File: src/rv_isa_pkg.sv
// base RV32I encoding constants shared by the decoder and the testbench
// only the major opcodes that the compressed forms expand into are listed
// register numbers are architectural, x0 to x2

package rv_isa_pkg;

  // one full-width instruction word
  typedef logic [31:0] instr_t;

  //////////////////////////////////////////////////
  // major opcodes, bits [6:0]
  //////////////////////////////////////////////////

  localparam logic [6:0] OPCODE_LOAD   = 7'b000_0011;
  localparam logic [6:0] OPCODE_OPIMM  = 7'b001_0011;
  localparam logic [6:0] OPCODE_AUIPC  = 7'b001_0111;
  localparam logic [6:0] OPCODE_STORE  = 7'b010_0011;
  localparam logic [6:0] OPCODE_OP     = 7'b011_0011;
  localparam logic [6:0] OPCODE_LUI    = 7'b011_0111;
  localparam logic [6:0] OPCODE_BRANCH = 7'b110_0011;
  localparam logic [6:0] OPCODE_JALR   = 7'b110_0111;
  localparam logic [6:0] OPCODE_JAL    = 7'b110_1111;

  //////////////////////////////////////////////////
  // register numbers
  //////////////////////////////////////////////////

  // hardwired zero
  localparam logic [4:0] REG_ZERO = 5'd0;
  // link register for jal and jalr
  localparam logic [4:0] REG_RA   = 5'd1;
  // stack pointer, base of the sp-relative forms
  localparam logic [4:0] REG_SP   = 5'd2;

  //////////////////////////////////////////////////
  // fixed words
  //////////////////////////////////////////////////

  // system opcode with funct12 = 1
  localparam instr_t INSTR_EBREAK = 32'h0010_0073;

endpackage

File: src/cdec_pkg.sv
// decoder-side types for the RV32C expander
// the quadrant is the low two bits of the fetched word, 11 marks a 32-bit word

package cdec_pkg;

  // one compressed half-word
  typedef logic [15:0] cinstr_t;

  // instruction quadrant, taken from bits [1:0]
  typedef enum logic [1:0] {
    QUAD_C0   = 2'b00,
    QUAD_C1   = 2'b01,
    QUAD_C2   = 2'b10,
    QUAD_RV32 = 2'b11
  } quad_e;

  // 3-bit rd'/rs1'/rs2' fields only reach x8..x15,
  // so the full number is this prefix plus the short field
  localparam logic [1:0] CPRIME_BASE = 2'b01;

endpackage

File: src/cdec_quad0.sv
// quadrant C0 expander, purely combinational
// only c.addi4spn, c.lw and c.sw are legal, float and reserved forms are flagged
// the result is only meaningful when bits [1:0] are 00, the stage selects it
// an illegal result always sets both read enables

`timescale 1ns/10ps

module cdec_quad0 import rv_isa_pkg::*, cdec_pkg::*; (
  input  cinstr_t cinstr_i,
  output instr_t  exp_o,
  output logic    illegal_o,
  output logic    rs1_en_o,
  output logic    rs2_en_o
);

  cinstr_t    ci;
  // rd' / rs2' from [4:2]
  logic [4:0] rd_p;
  // rs1' from [9:7]
  logic [4:0] rs1_p;

  assign ci    = cinstr_i;
  assign rd_p  = {CPRIME_BASE, ci[4:2]};
  assign rs1_p = {CPRIME_BASE, ci[9:7]};

  always_comb begin
    // c.lw shape is the fallback for every arm
    exp_o     = {5'b0, ci[5], ci[12:10], ci[6], 2'b00, rs1_p, 3'b010, rd_p, OPCODE_LOAD};
    illegal_o = 1'b0;
    rs1_en_o  = 1'b1;
    rs2_en_o  = 1'b0;

    case (ci[15:13])
      3'b000: begin
        // c.addi4spn -> addi rd', x2, nzuimm
        exp_o = {2'b0, ci[10:7], ci[12:11], ci[5], ci[6], 2'b00, REG_SP, 3'b000, rd_p,
                 OPCODE_OPIMM};
        // zero immediate is reserved, all-zero word included
        illegal_o = (ci[12:5] == 8'b0);
      end
      3'b010: begin
        // c.lw -> lw rd', uimm(rs1'), fallback already in place
        illegal_o = 1'b0;
      end
      3'b110: begin
        // c.sw -> sw rs2', uimm(rs1')
        exp_o    = {5'b0, ci[5], ci[12], rd_p, rs1_p, 3'b010, ci[11:10], ci[6], 2'b00,
                    OPCODE_STORE};
        rs2_en_o = 1'b1;
      end
      // c.fld, c.flw, c.fsd, c.fsw and the reserved 100
      default: illegal_o = 1'b1;
    endcase

    if (illegal_o) begin
      rs1_en_o = 1'b1;
      rs2_en_o = 1'b1;
    end
  end

  // a legal c.addi4spn never expands to a zero immediate
  always_comb begin
    if (!illegal_o && cinstr_i[15:13] == 3'b000) begin
      assert (exp_o[31:20] != 12'b0)
        else $error("C0 expander let a zero-immediate c.addi4spn through");
    end
  end

endmodule

File: src/cdec_quad1.sv
// quadrant C1 expander, purely combinational
// hint encodings (rd = x0, zero shamt, c.nop) expand like the normal form
// reserved: zero-immediate c.lui/c.addi16sp, shamt[5] set, c.subw/c.addw row
// the result is only meaningful when bits [1:0] are 01, the stage selects it

`timescale 1ns/10ps

module cdec_quad1 import rv_isa_pkg::*, cdec_pkg::*; (
  input  cinstr_t cinstr_i,
  output instr_t  exp_o,
  output logic    illegal_o,
  output logic    rs1_en_o,
  output logic    rs2_en_o
);

  cinstr_t     ci;
  // full rd/rs1 from [11:7]
  logic [4:0]  rd;
  // rd'/rs1' from [9:7] and rs2' from [4:2]
  logic [4:0]  rd_p;
  logic [4:0]  rs2_p;
  // sign-extended 6-bit immediate {[12], [6:2]}
  logic [11:0] imm6;
  // funct3 of the register-register row
  logic [2:0]  alu_f3;

  assign ci    = cinstr_i;
  assign rd    = ci[11:7];
  assign rd_p  = {CPRIME_BASE, ci[9:7]};
  assign rs2_p = {CPRIME_BASE, ci[4:2]};
  assign imm6  = {{6{ci[12]}}, ci[12], ci[6:2]};

  // [6:5] picks sub, xor, or, and
  always_comb begin
    case (ci[6:5])
      2'b00:   alu_f3 = 3'b000;
      2'b01:   alu_f3 = 3'b100;
      2'b10:   alu_f3 = 3'b110;
      default: alu_f3 = 3'b111;
    endcase
  end

  always_comb begin
    // c.addi / c.nop -> addi rd, rd, imm
    exp_o     = {imm6, rd, 3'b000, rd, OPCODE_OPIMM};
    illegal_o = 1'b0;
    rs1_en_o  = 1'b1;
    rs2_en_o  = 1'b0;

    case (ci[15:13])
      3'b001, 3'b101: begin
        // c.jal links to ra, c.j links to x0
        exp_o = {ci[12], ci[8], ci[10:9], ci[6], ci[7], ci[2], ci[11], ci[5:3],
                 {9{ci[12]}}, (ci[15] ? REG_ZERO : REG_RA), OPCODE_JAL};
        rs1_en_o = 1'b0;
      end
      3'b010: begin
        // c.li -> addi rd, x0, imm
        exp_o = {imm6, REG_ZERO, 3'b000, rd, OPCODE_OPIMM};
      end
      3'b011: begin
        if (rd == REG_SP) begin
          // c.addi16sp -> addi x2, x2, nzimm*16
          exp_o = {{3{ci[12]}}, ci[4:3], ci[5], ci[2], ci[6], 4'b0, REG_SP, 3'b000, REG_SP,
                   OPCODE_OPIMM};
        end else begin
          // c.lui -> lui rd, nzimm, no source register
          exp_o    = {{15{ci[12]}}, ci[6:2], rd, OPCODE_LUI};
          rs1_en_o = 1'b0;
        end
        illegal_o = ({ci[12], ci[6:2]} == 6'b0);
      end
      3'b100: begin
        case (ci[11:10])
          2'b00, 2'b01: begin
            // c.srli / c.srai, [10] becomes the arithmetic bit 30
            exp_o     = {1'b0, ci[10], 5'b0, ci[6:2], rd_p, 3'b101, rd_p, OPCODE_OPIMM};
            illegal_o = ci[12];
          end
          2'b10: begin
            // c.andi -> andi rd', rd', imm
            exp_o = {imm6, rd_p, 3'b111, rd_p, OPCODE_OPIMM};
          end
          default: begin
            // sub sets bit 30, [12] set is the RV64 subw/addw row
            exp_o     = {1'b0, ~|ci[6:5], 5'b0, rs2_p, rd_p, alu_f3, rd_p, OPCODE_OP};
            rs2_en_o  = 1'b1;
            illegal_o = ci[12];
          end
        endcase
      end
      3'b110, 3'b111: begin
        // c.beqz / c.bnez -> beq/bne rs1', x0, off, funct3 lsb is [13]
        exp_o = {{4{ci[12]}}, ci[6:5], ci[2], REG_ZERO, rd_p, 2'b00, ci[13],
                 ci[11:10], ci[4:3], ci[12], OPCODE_BRANCH};
        rs2_en_o = 1'b1;
      end
      default: illegal_o = 1'b0;
    endcase

    if (illegal_o) begin
      rs1_en_o = 1'b1;
      rs2_en_o = 1'b1;
    end
  end

endmodule

File: src/cdec_quad2.sv
// quadrant C2 expander, purely combinational
// c.mv reads x0 as rs1, so it enables both ports like any register add
// reserved: shamt[5] set, c.lwsp to x0, c.jr from x0 and all float sp forms
// the result is only meaningful when bits [1:0] are 10, the stage selects it

`timescale 1ns/10ps

module cdec_quad2 import rv_isa_pkg::*, cdec_pkg::*; (
  input  cinstr_t cinstr_i,
  output instr_t  exp_o,
  output logic    illegal_o,
  output logic    rs1_en_o,
  output logic    rs2_en_o
);

  cinstr_t    ci;
  // full rd/rs1 from [11:7], full rs2 from [6:2]
  logic [4:0] rd;
  logic [4:0] rs2;

  assign ci  = cinstr_i;
  assign rd  = ci[11:7];
  assign rs2 = ci[6:2];

  always_comb begin
    // c.lwsp shape, also used by the float forms
    exp_o     = {4'b0, ci[3:2], ci[12], ci[6:4], 2'b00, REG_SP, 3'b010, rd, OPCODE_LOAD};
    illegal_o = 1'b0;
    rs1_en_o  = 1'b1;
    rs2_en_o  = 1'b0;

    case (ci[15:13])
      3'b000: begin
        // c.slli -> slli rd, rd, shamt
        exp_o     = {7'b0, rs2, rd, 3'b001, rd, OPCODE_OPIMM};
        illegal_o = ci[12];
      end
      3'b010: begin
        // c.lwsp -> lw rd, uimm(x2)
        illegal_o = (rd == REG_ZERO);
      end
      3'b100: begin
        if (rs2 == REG_ZERO) begin
          if (!ci[12]) begin
            // c.jr -> jalr x0, 0(rs1)
            exp_o     = {12'b0, rd, 3'b000, REG_ZERO, OPCODE_JALR};
            illegal_o = (rd == REG_ZERO);
          end else if (rd == REG_ZERO) begin
            // c.ebreak, no register read
            exp_o    = INSTR_EBREAK;
            rs1_en_o = 1'b0;
          end else begin
            // c.jalr -> jalr ra, 0(rs1)
            exp_o = {12'b0, rd, 3'b000, REG_RA, OPCODE_JALR};
          end
        end else begin
          // [12] clear: c.mv -> add rd, x0, rs2
          // [12] set:   c.add -> add rd, rd, rs2
          exp_o    = {7'b0, rs2, (ci[12] ? rd : REG_ZERO), 3'b000, rd, OPCODE_OP};
          rs2_en_o = 1'b1;
        end
      end
      3'b110: begin
        // c.swsp -> sw rs2, uimm(x2)
        exp_o    = {4'b0, ci[8:7], ci[12], rs2, REG_SP, 3'b010, ci[11:9], 2'b00,
                    OPCODE_STORE};
        rs2_en_o = 1'b1;
      end
      // c.fldsp, c.flwsp, c.fsdsp, c.fswsp
      default: illegal_o = 1'b1;
    endcase

    if (illegal_o) begin
      rs1_en_o = 1'b1;
      rs2_en_o = 1'b1;
    end
  end

endmodule

File: src/cdec_stage.sv
// quadrant select and single output register of the decoder
// one word per cycle, no stall: outputs describe the word taken one edge earlier
// data outputs only load on valid_i, so they hold across bubbles
// 32-bit words pass unchanged and are never flagged illegal here

`timescale 1ns/10ps

module cdec_stage import rv_isa_pkg::*, cdec_pkg::*; (
  input  logic   clk_i,
  input  logic   rst_n_i,
  input  logic   valid_i,
  input  instr_t instr_i,
  input  instr_t q0_exp_i,
  input  logic   q0_illegal_i,
  input  logic   q0_rs1_en_i,
  input  logic   q0_rs2_en_i,
  input  instr_t q1_exp_i,
  input  logic   q1_illegal_i,
  input  logic   q1_rs1_en_i,
  input  logic   q1_rs2_en_i,
  input  instr_t q2_exp_i,
  input  logic   q2_illegal_i,
  input  logic   q2_rs1_en_i,
  input  logic   q2_rs2_en_i,
  output logic   valid_o,
  output instr_t instr_o,
  output logic   is_compressed_o,
  output logic   illegal_instr_o,
  output logic   rs1_enable_o,
  output logic   rs2_enable_o
);

  quad_e  quad;
  instr_t sel_exp;
  logic   sel_illegal;
  logic   sel_rs1_en;
  logic   sel_rs2_en;
  // 32-bit forms that read no register at all
  logic   no_src;

  assign quad   = quad_e'(instr_i[1:0]);
  assign no_src = (instr_i[6:0] == OPCODE_LUI) || (instr_i[6:0] == OPCODE_AUIPC) ||
                  (instr_i[6:0] == OPCODE_JAL);

  //////////////////////////////////////////////////
  // quadrant select
  //////////////////////////////////////////////////

  always_comb begin
    sel_exp     = instr_i;
    sel_illegal = 1'b0;
    sel_rs1_en  = ~no_src;
    sel_rs2_en  = ~no_src;
    case (quad)
      QUAD_C0: begin
        sel_exp     = q0_exp_i;
        sel_illegal = q0_illegal_i;
        sel_rs1_en  = q0_rs1_en_i;
        sel_rs2_en  = q0_rs2_en_i;
      end
      QUAD_C1: begin
        sel_exp     = q1_exp_i;
        sel_illegal = q1_illegal_i;
        sel_rs1_en  = q1_rs1_en_i;
        sel_rs2_en  = q1_rs2_en_i;
      end
      QUAD_C2: begin
        sel_exp     = q2_exp_i;
        sel_illegal = q2_illegal_i;
        sel_rs1_en  = q2_rs1_en_i;
        sel_rs2_en  = q2_rs2_en_i;
      end
      // pass-through, defaults above
      default: sel_exp = instr_i;
    endcase
  end

  //////////////////////////////////////////////////
  // output register
  //////////////////////////////////////////////////

  always_ff @(posedge clk_i or negedge rst_n_i) begin
    if (!rst_n_i) begin
      valid_o         <= 1'b0;
      instr_o         <= '0;
      is_compressed_o <= 1'b0;
      illegal_instr_o <= 1'b0;
      rs1_enable_o    <= 1'b0;
      rs2_enable_o    <= 1'b0;
    end else begin
      valid_o <= valid_i;
      if (valid_i) begin
        instr_o         <= sel_exp;
        is_compressed_o <= (quad != QUAD_RV32);
        illegal_instr_o <= sel_illegal;
        rs1_enable_o    <= sel_rs1_en;
        rs2_enable_o    <= sel_rs2_en;
      end
    end
  end

  // an illegal word always reports both register ports as read
  assert property (@(posedge clk_i) disable iff (!rst_n_i)
                   valid_o && illegal_instr_o |-> rs1_enable_o && rs2_enable_o)
    else $error("illegal result without both read enables");

  // every legal result is a full-width encoding
  assert property (@(posedge clk_i) disable iff (!rst_n_i)
                   valid_o && !illegal_instr_o |-> (instr_o[1:0] == 2'b11))
    else $error("legal result is not a 32-bit encoding");

endmodule

File: src/cdec_top.sv
// RV32C decode stage for a fetch pipeline
// one word accepted per rising edge with valid_i, result one cycle later
// no back-pressure, the consumer has to take every result
// instr_i is always 32 bits, a compressed word sits in [15:0]

`timescale 1ns/10ps

module cdec_top import rv_isa_pkg::*; (
  input  logic   clk_i,
  input  logic   rst_n_i,
  input  logic   valid_i,
  input  instr_t instr_i,
  output logic   valid_o,
  output instr_t instr_o,
  output logic   is_compressed_o,
  output logic   illegal_instr_o,
  output logic   rs1_enable_o,
  output logic   rs2_enable_o
);

  // per-quadrant results
  instr_t q0_exp;
  logic   q0_illegal;
  logic   q0_rs1_en;
  logic   q0_rs2_en;
  instr_t q1_exp;
  logic   q1_illegal;
  logic   q1_rs1_en;
  logic   q1_rs2_en;
  instr_t q2_exp;
  logic   q2_illegal;
  logic   q2_rs1_en;
  logic   q2_rs2_en;

  //////////////////////////////////////////////////
  // expanders, all see the low half-word
  //////////////////////////////////////////////////

  cdec_quad0 cdec_quad0_i (
    .cinstr_i  (instr_i[15:0]),
    .exp_o     (q0_exp),
    .illegal_o (q0_illegal),
    .rs1_en_o  (q0_rs1_en),
    .rs2_en_o  (q0_rs2_en)
  );

  cdec_quad1 cdec_quad1_i (
    .cinstr_i  (instr_i[15:0]),
    .exp_o     (q1_exp),
    .illegal_o (q1_illegal),
    .rs1_en_o  (q1_rs1_en),
    .rs2_en_o  (q1_rs2_en)
  );

  cdec_quad2 cdec_quad2_i (
    .cinstr_i  (instr_i[15:0]),
    .exp_o     (q2_exp),
    .illegal_o (q2_illegal),
    .rs1_en_o  (q2_rs1_en),
    .rs2_en_o  (q2_rs2_en)
  );

  //////////////////////////////////////////////////
  // select and register
  //////////////////////////////////////////////////

  cdec_stage cdec_stage_i (
    .clk_i           (clk_i),
    .rst_n_i         (rst_n_i),
    .valid_i         (valid_i),
    .instr_i         (instr_i),
    .q0_exp_i        (q0_exp),
    .q0_illegal_i    (q0_illegal),
    .q0_rs1_en_i     (q0_rs1_en),
    .q0_rs2_en_i     (q0_rs2_en),
    .q1_exp_i        (q1_exp),
    .q1_illegal_i    (q1_illegal),
    .q1_rs1_en_i     (q1_rs1_en),
    .q1_rs2_en_i     (q1_rs2_en),
    .q2_exp_i        (q2_exp),
    .q2_illegal_i    (q2_illegal),
    .q2_rs1_en_i     (q2_rs1_en),
    .q2_rs2_en_i     (q2_rs2_en),
    .valid_o         (valid_o),
    .instr_o         (instr_o),
    .is_compressed_o (is_compressed_o),
    .illegal_instr_o (illegal_instr_o),
    .rs1_enable_o    (rs1_enable_o),
    .rs2_enable_o    (rs2_enable_o)
  );

endmodule

File: config.mk
export PLATFORM = sky130hd
export DESIGN_NAME = cdec_top
export DESIGN_NICKNAME = d
export VERILOG_FILES = /design/src/rv_isa_pkg.sv /design/src/cdec_pkg.sv /design/src/cdec_quad0.sv /design/src/cdec_quad1.sv /design/src/cdec_quad2.sv /design/src/cdec_stage.sv /design/src/cdec_top.sv
export SDC_FILE = /design/constraint.sdc
export NUM_CORES = 1
export LEC_CHECK = 0
export BUFFER_PORTS_ARGS = -buffer_cell sky130_fd_sc_hd__buf_2
export CAP_MARGIN = 5
export CORE_MARGIN = 5
export CORE_UTILIZATION = 35
export DETAILED_ROUTE_END_ITERATION = 8
export GPL_TIMING_DRIVEN = 0
export REMOVE_ABC_BUFFERS = 1
export SLEW_MARGIN = 20
export SYNTH_ARGS = -nofsm -noshare
export SYNTH_HDL_FRONTEND = slang
export SYNTH_SLANG_ARGS = --single-unit
File: constraint.sdc
create_clock -name clk_i -period 2.4 [get_ports clk_i]
set_input_delay 0.12 -clock clk_i [delete_from_list [all_inputs] [get_ports clk_i]]
set_output_delay 0.12 -clock clk_i [all_outputs]
set_load 0.01 [all_outputs]
==> results by group <==
Floorplan
  • Die Wd: about 100 microns
  • FP Rows: 34
  • Die height: roughly 100 microns
  • Core region area: slightly below 0.009 sq mm
  • Num ports: 72
  • Die area: about 0.011 sq mm
  • Initial Utilization: 0.3590

Power and ir drop
  • Comb pwr share: 0.320
  • Leakage: about 1.4 nW
  • Internal Power: approximately 1.1 mW
  • Peak supply drop: 239.6 uV
  • Sw frac: 0.3784
  • Seq pwr share: 0.414
  • Clock Power Share: 0.265
  • Sw power: approximately 660 uW
  • P per Cell Area: about 490 mW/mm^2

Route
  • Iteration-0 DRC count of the detailed router: ~390
  • Via count: about 3600
  • Vias per cell: between 6 and 7
  • Drt drc: 0
  • Post-Route WL: 12.36 mm
  • Post-route ant nets: 0
  • Wire per inst: around 21 microns
  • Highest routed layer: met4
  • Metal1 wirelength: roughly 5.6 mm
  • Met2 WL: ~5.7 mm
  • WL met3: roughly 880 microns
  • Pre-antenna DRT Iters: 5

Yosys
  • Area leader, netlist: dfrtp_1
  • Post-synth EDFFs: 0
  • Most area-consuming cells after synthesis: dfrtp_1 (30%), o21ai_0 (7.2%), a21oi_1 (7.1%)
  • Ys flop type: dfrtp_1
  • #FFs+latches synth: 37
  • Count leader, synth: nor2_1
  • Distinct cells, synth: 61
  • Async SR Flop Fraction: 1.000
  • Post-synth top area share: 0.2972
  • Sequential area share after synthesis: 0.2972
  • Cells after Synth: ~430
  • List of most frequent post-synthesis cells: nor2_1 (54), o21ai_0 (45), a21oi_1 (44)
  • Ys Warns: 0
  • Syn Area/Cell: a little over 7 sq um
  • Synth Cell Area: slightly above 0.003 sq mm

Cells and area
  • Fin util: 0.4060
  • Nets: between 500 and 600
  • Fillers: 960
  • Antenna fix cells: 0
  • Share of post-route cells with drive strength above 1: 0.2073
  • Area growth syn-to-layout: 13.09%
  • Post-Layout Cell Count: roughly 580

Clocking
  • Worst-path clk slew: approximately 80 ps
  • CTS sink cnt: 37
  • Root Buffer: clkbuf_8
  • CTS Buffer Depth: 2
  • Total CTS buffers: 5
  • Worst-Skew Late Latency: roughly 300 ps
  • H-tree levels: 2
  • TritonCTS clock tree: yes

Critical path
  • Startpoint class of the critical path: primary input
  • WP data required: between 2000 and 3000 ps
  • Setup Crit Path Kind: primary input to flop
  • Crit-path max FO: slightly above 40
  • Crit end category: flop
  • Crit path arrival time: 2460 ps

STA
  • Final setup vio count: 0
  • Clk_skew: 0 ps
  • Worst-Margin Slew: 1077 ps
  • Setup tns final: 0 ps
  • Max Transition Viols Final: 0
  • Final Critical Period: between 2000 and 2500 ps
  • Hold Fails Final Rpt: 0
  • F_max: 0.4462 GHz
  • Period utilisation layout: 0.9339
  • RSZ-0062 raised after global routing: false
  • Rel. slew slack: 0.2805

Global routing
  • Vias in the first global route: ~3600
  • Overflow after GRT: 0
  • First-pass GRT wire length: 19.91 mm
  • Initial antenna violation count: 0
  • GRT Total Usage: 0.2237
  • Largest net degree at the start of global routing: 71

Outcome
  • Status: complete, no violations

Placed design
  • Port-buffer cells: a little over 70
  • DP Wirelength: 8.145 mm
  • Gpl congestion: between 0.9 and 1
  • Post-Place Cells: between 500 and 600

Flow run
  • Number of max-cap violations: 0

Worst hold path
  • Hold Crit Class: primary input to flop
flip-flops by register name (all words and copies together) (netlist names):
register,cells
cdec_stage_i.rs2_enable_o,1
cdec_stage_i.instr_o,32
cdec_stage_i.is_compressed_o,1
cdec_stage_i.valid_o,1
cdec_stage_i.illegal_instr_o,1
cdec_stage_i.rs1_enable_o,1
power groups by stage:
stage          clock (mW)  sequential [mW]  combinational (mW)
2_1_floorplan           0            0.767               0.234
3_3_place_gp            0            0.730               0.544
3_5_place_dp            0            0.733               0.546
4_1_cts             0.478            0.721               0.551
5_1_grt             0.520            0.731               0.608
6_report            0.460            0.720               0.556
through the flow:
step | instance area [sq um] | setup slack (ps) | hold slack, ps | total power, mW
6_report | 3523 | 158.6 | 69.09 | 1.736
5_1_grt | 3523 | 81.41 | 85.53 | 1.859
4_1_cts | 3518 | 122.8 | 65.74 | 1.749
3_5_place_dp | 3422 | -174.3 | 293.0 | 1.279
3_3_place_gp | 3422 | -221.8 | 272.6 | 1.274
2_1_floorplan | 2932 | 999.2 | -175.6 | 1.001
layout by cell type (no fill, tap or decap), types with 3 or more instances in the layout:
| cell | synthesis | routed |
|---|---|---|
| a21oi_1 | 44 | 44 |
| nor3_1 | 10 | 10 |
| a211oi_1 | 5 | 5 |
| a41oi_1 | 4 | 4 |
| o21a_1 | 6 | 6 |
| a21o_1 | 3 | 3 |
| o22ai_1 | 3 | 3 |
| or2_2 | 4 | 4 |
| o21ai_0 | 45 | 45 |
| nand3_1 | 11 | 11 |
| or3_1 | 5 | 5 |
| dfrtp_1 | 37 | 37 |
| inv_1 | 13 | 13 |
| a31oi_1 | 17 | 17 |
| and2_1 | 3 | 3 |
| a32oi_1 | 3 | 3 |
| a221oi_1 | 6 | 6 |
| nor2b_1 | 6 | 6 |
| nor2_1 | 54 | 53 |
| buf_2 | 15 | 70 |
| clkbuf_8 | 0 | 5 |
| o31a_1 | 4 | 4 |
| o221ai_1 | 6 | 6 |
| nand2b_1 | 7 | 7 |
| nand2_1 | 42 | 42 |
| o31ai_1 | 5 | 5 |
per-layer routing:
layer | vias up | GRT usage
met5 | - | 0
met1 | 1761 | 0.3122
li1 | 1662 | -
met2 | 186 | 0.3448
met4 | 0 | 0.07308
met3 | 20 | 0.04407
logic make-up after synthesis:
logic type | Yosys count | synth area share
AO/OA/AOI/OAI | 179 | 0.3803
buffers and inverters | 58 | 0.07711
flip-flops | 37 | 0.2972
multiplexers | 1 | 0.003614
AND/OR/NAND/NOR | 156 | 0.2418
final timing paths:
check / start / to / slack, ps / cells after the start
min in group asynchronous: rst_n_i / cdec_stage_i.instr_o[18]$_DFFE_PN0P_ / 460 / 2
setup reg to reg: cdec_stage_i.instr_o[20]$_DFFE_PN0P_ / cdec_stage_i.instr_o[20]$_DFFE_PN0P_ / 1420 / 4
max in group asynchronous: rst_n_i / cdec_stage_i.instr_o[13]$_DFFE_PN0P_ / 1390 / 2
hold reg to reg: cdec_stage_i.instr_o[0]$_DFFE_PN0P_ / cdec_stage_i.instr_o[0]$_DFFE_PN0P_ / 470 / 1
setup / recovery: instr_i[0] / cdec_stage_i.instr_o[30]$_DFFE_PN0P_ / 160 / 5
hold / removal: instr_i[30] / cdec_stage_i.instr_o[30]$_DFFE_PN0P_ / 70 / 3
critical path, stage by stage:
cell	delay [ps]
buf_2	580
nor2b_1	930
o21a_1	410
o21ai_0	220
a31oi_1	200
layout make-up:
cell class	instances	area, sq um	area share
multi-input combinational	336	1952	0.5540
tap	108	135.1	0.03835
timing repair buffer	72	367.9	0.1044
clock buffer	5	68.82	0.01953
inverter	15	56.30	0.01598
sequential	37	925.9	0.2628
clock inverter	3	17.52	0.004972
timing repair:
| item | CTS | global route |
|---|---|---|
| setup endpoints to repair | 0 | 8 |
| resized for setup | 0 | 1 |
| hold buffers | 1 | 0 |
| setup buffers | 0 | 0 |
| hold endpoints to repair | 37 | 0 |
No activity file was read; power rests on OpenSTA's default activity.
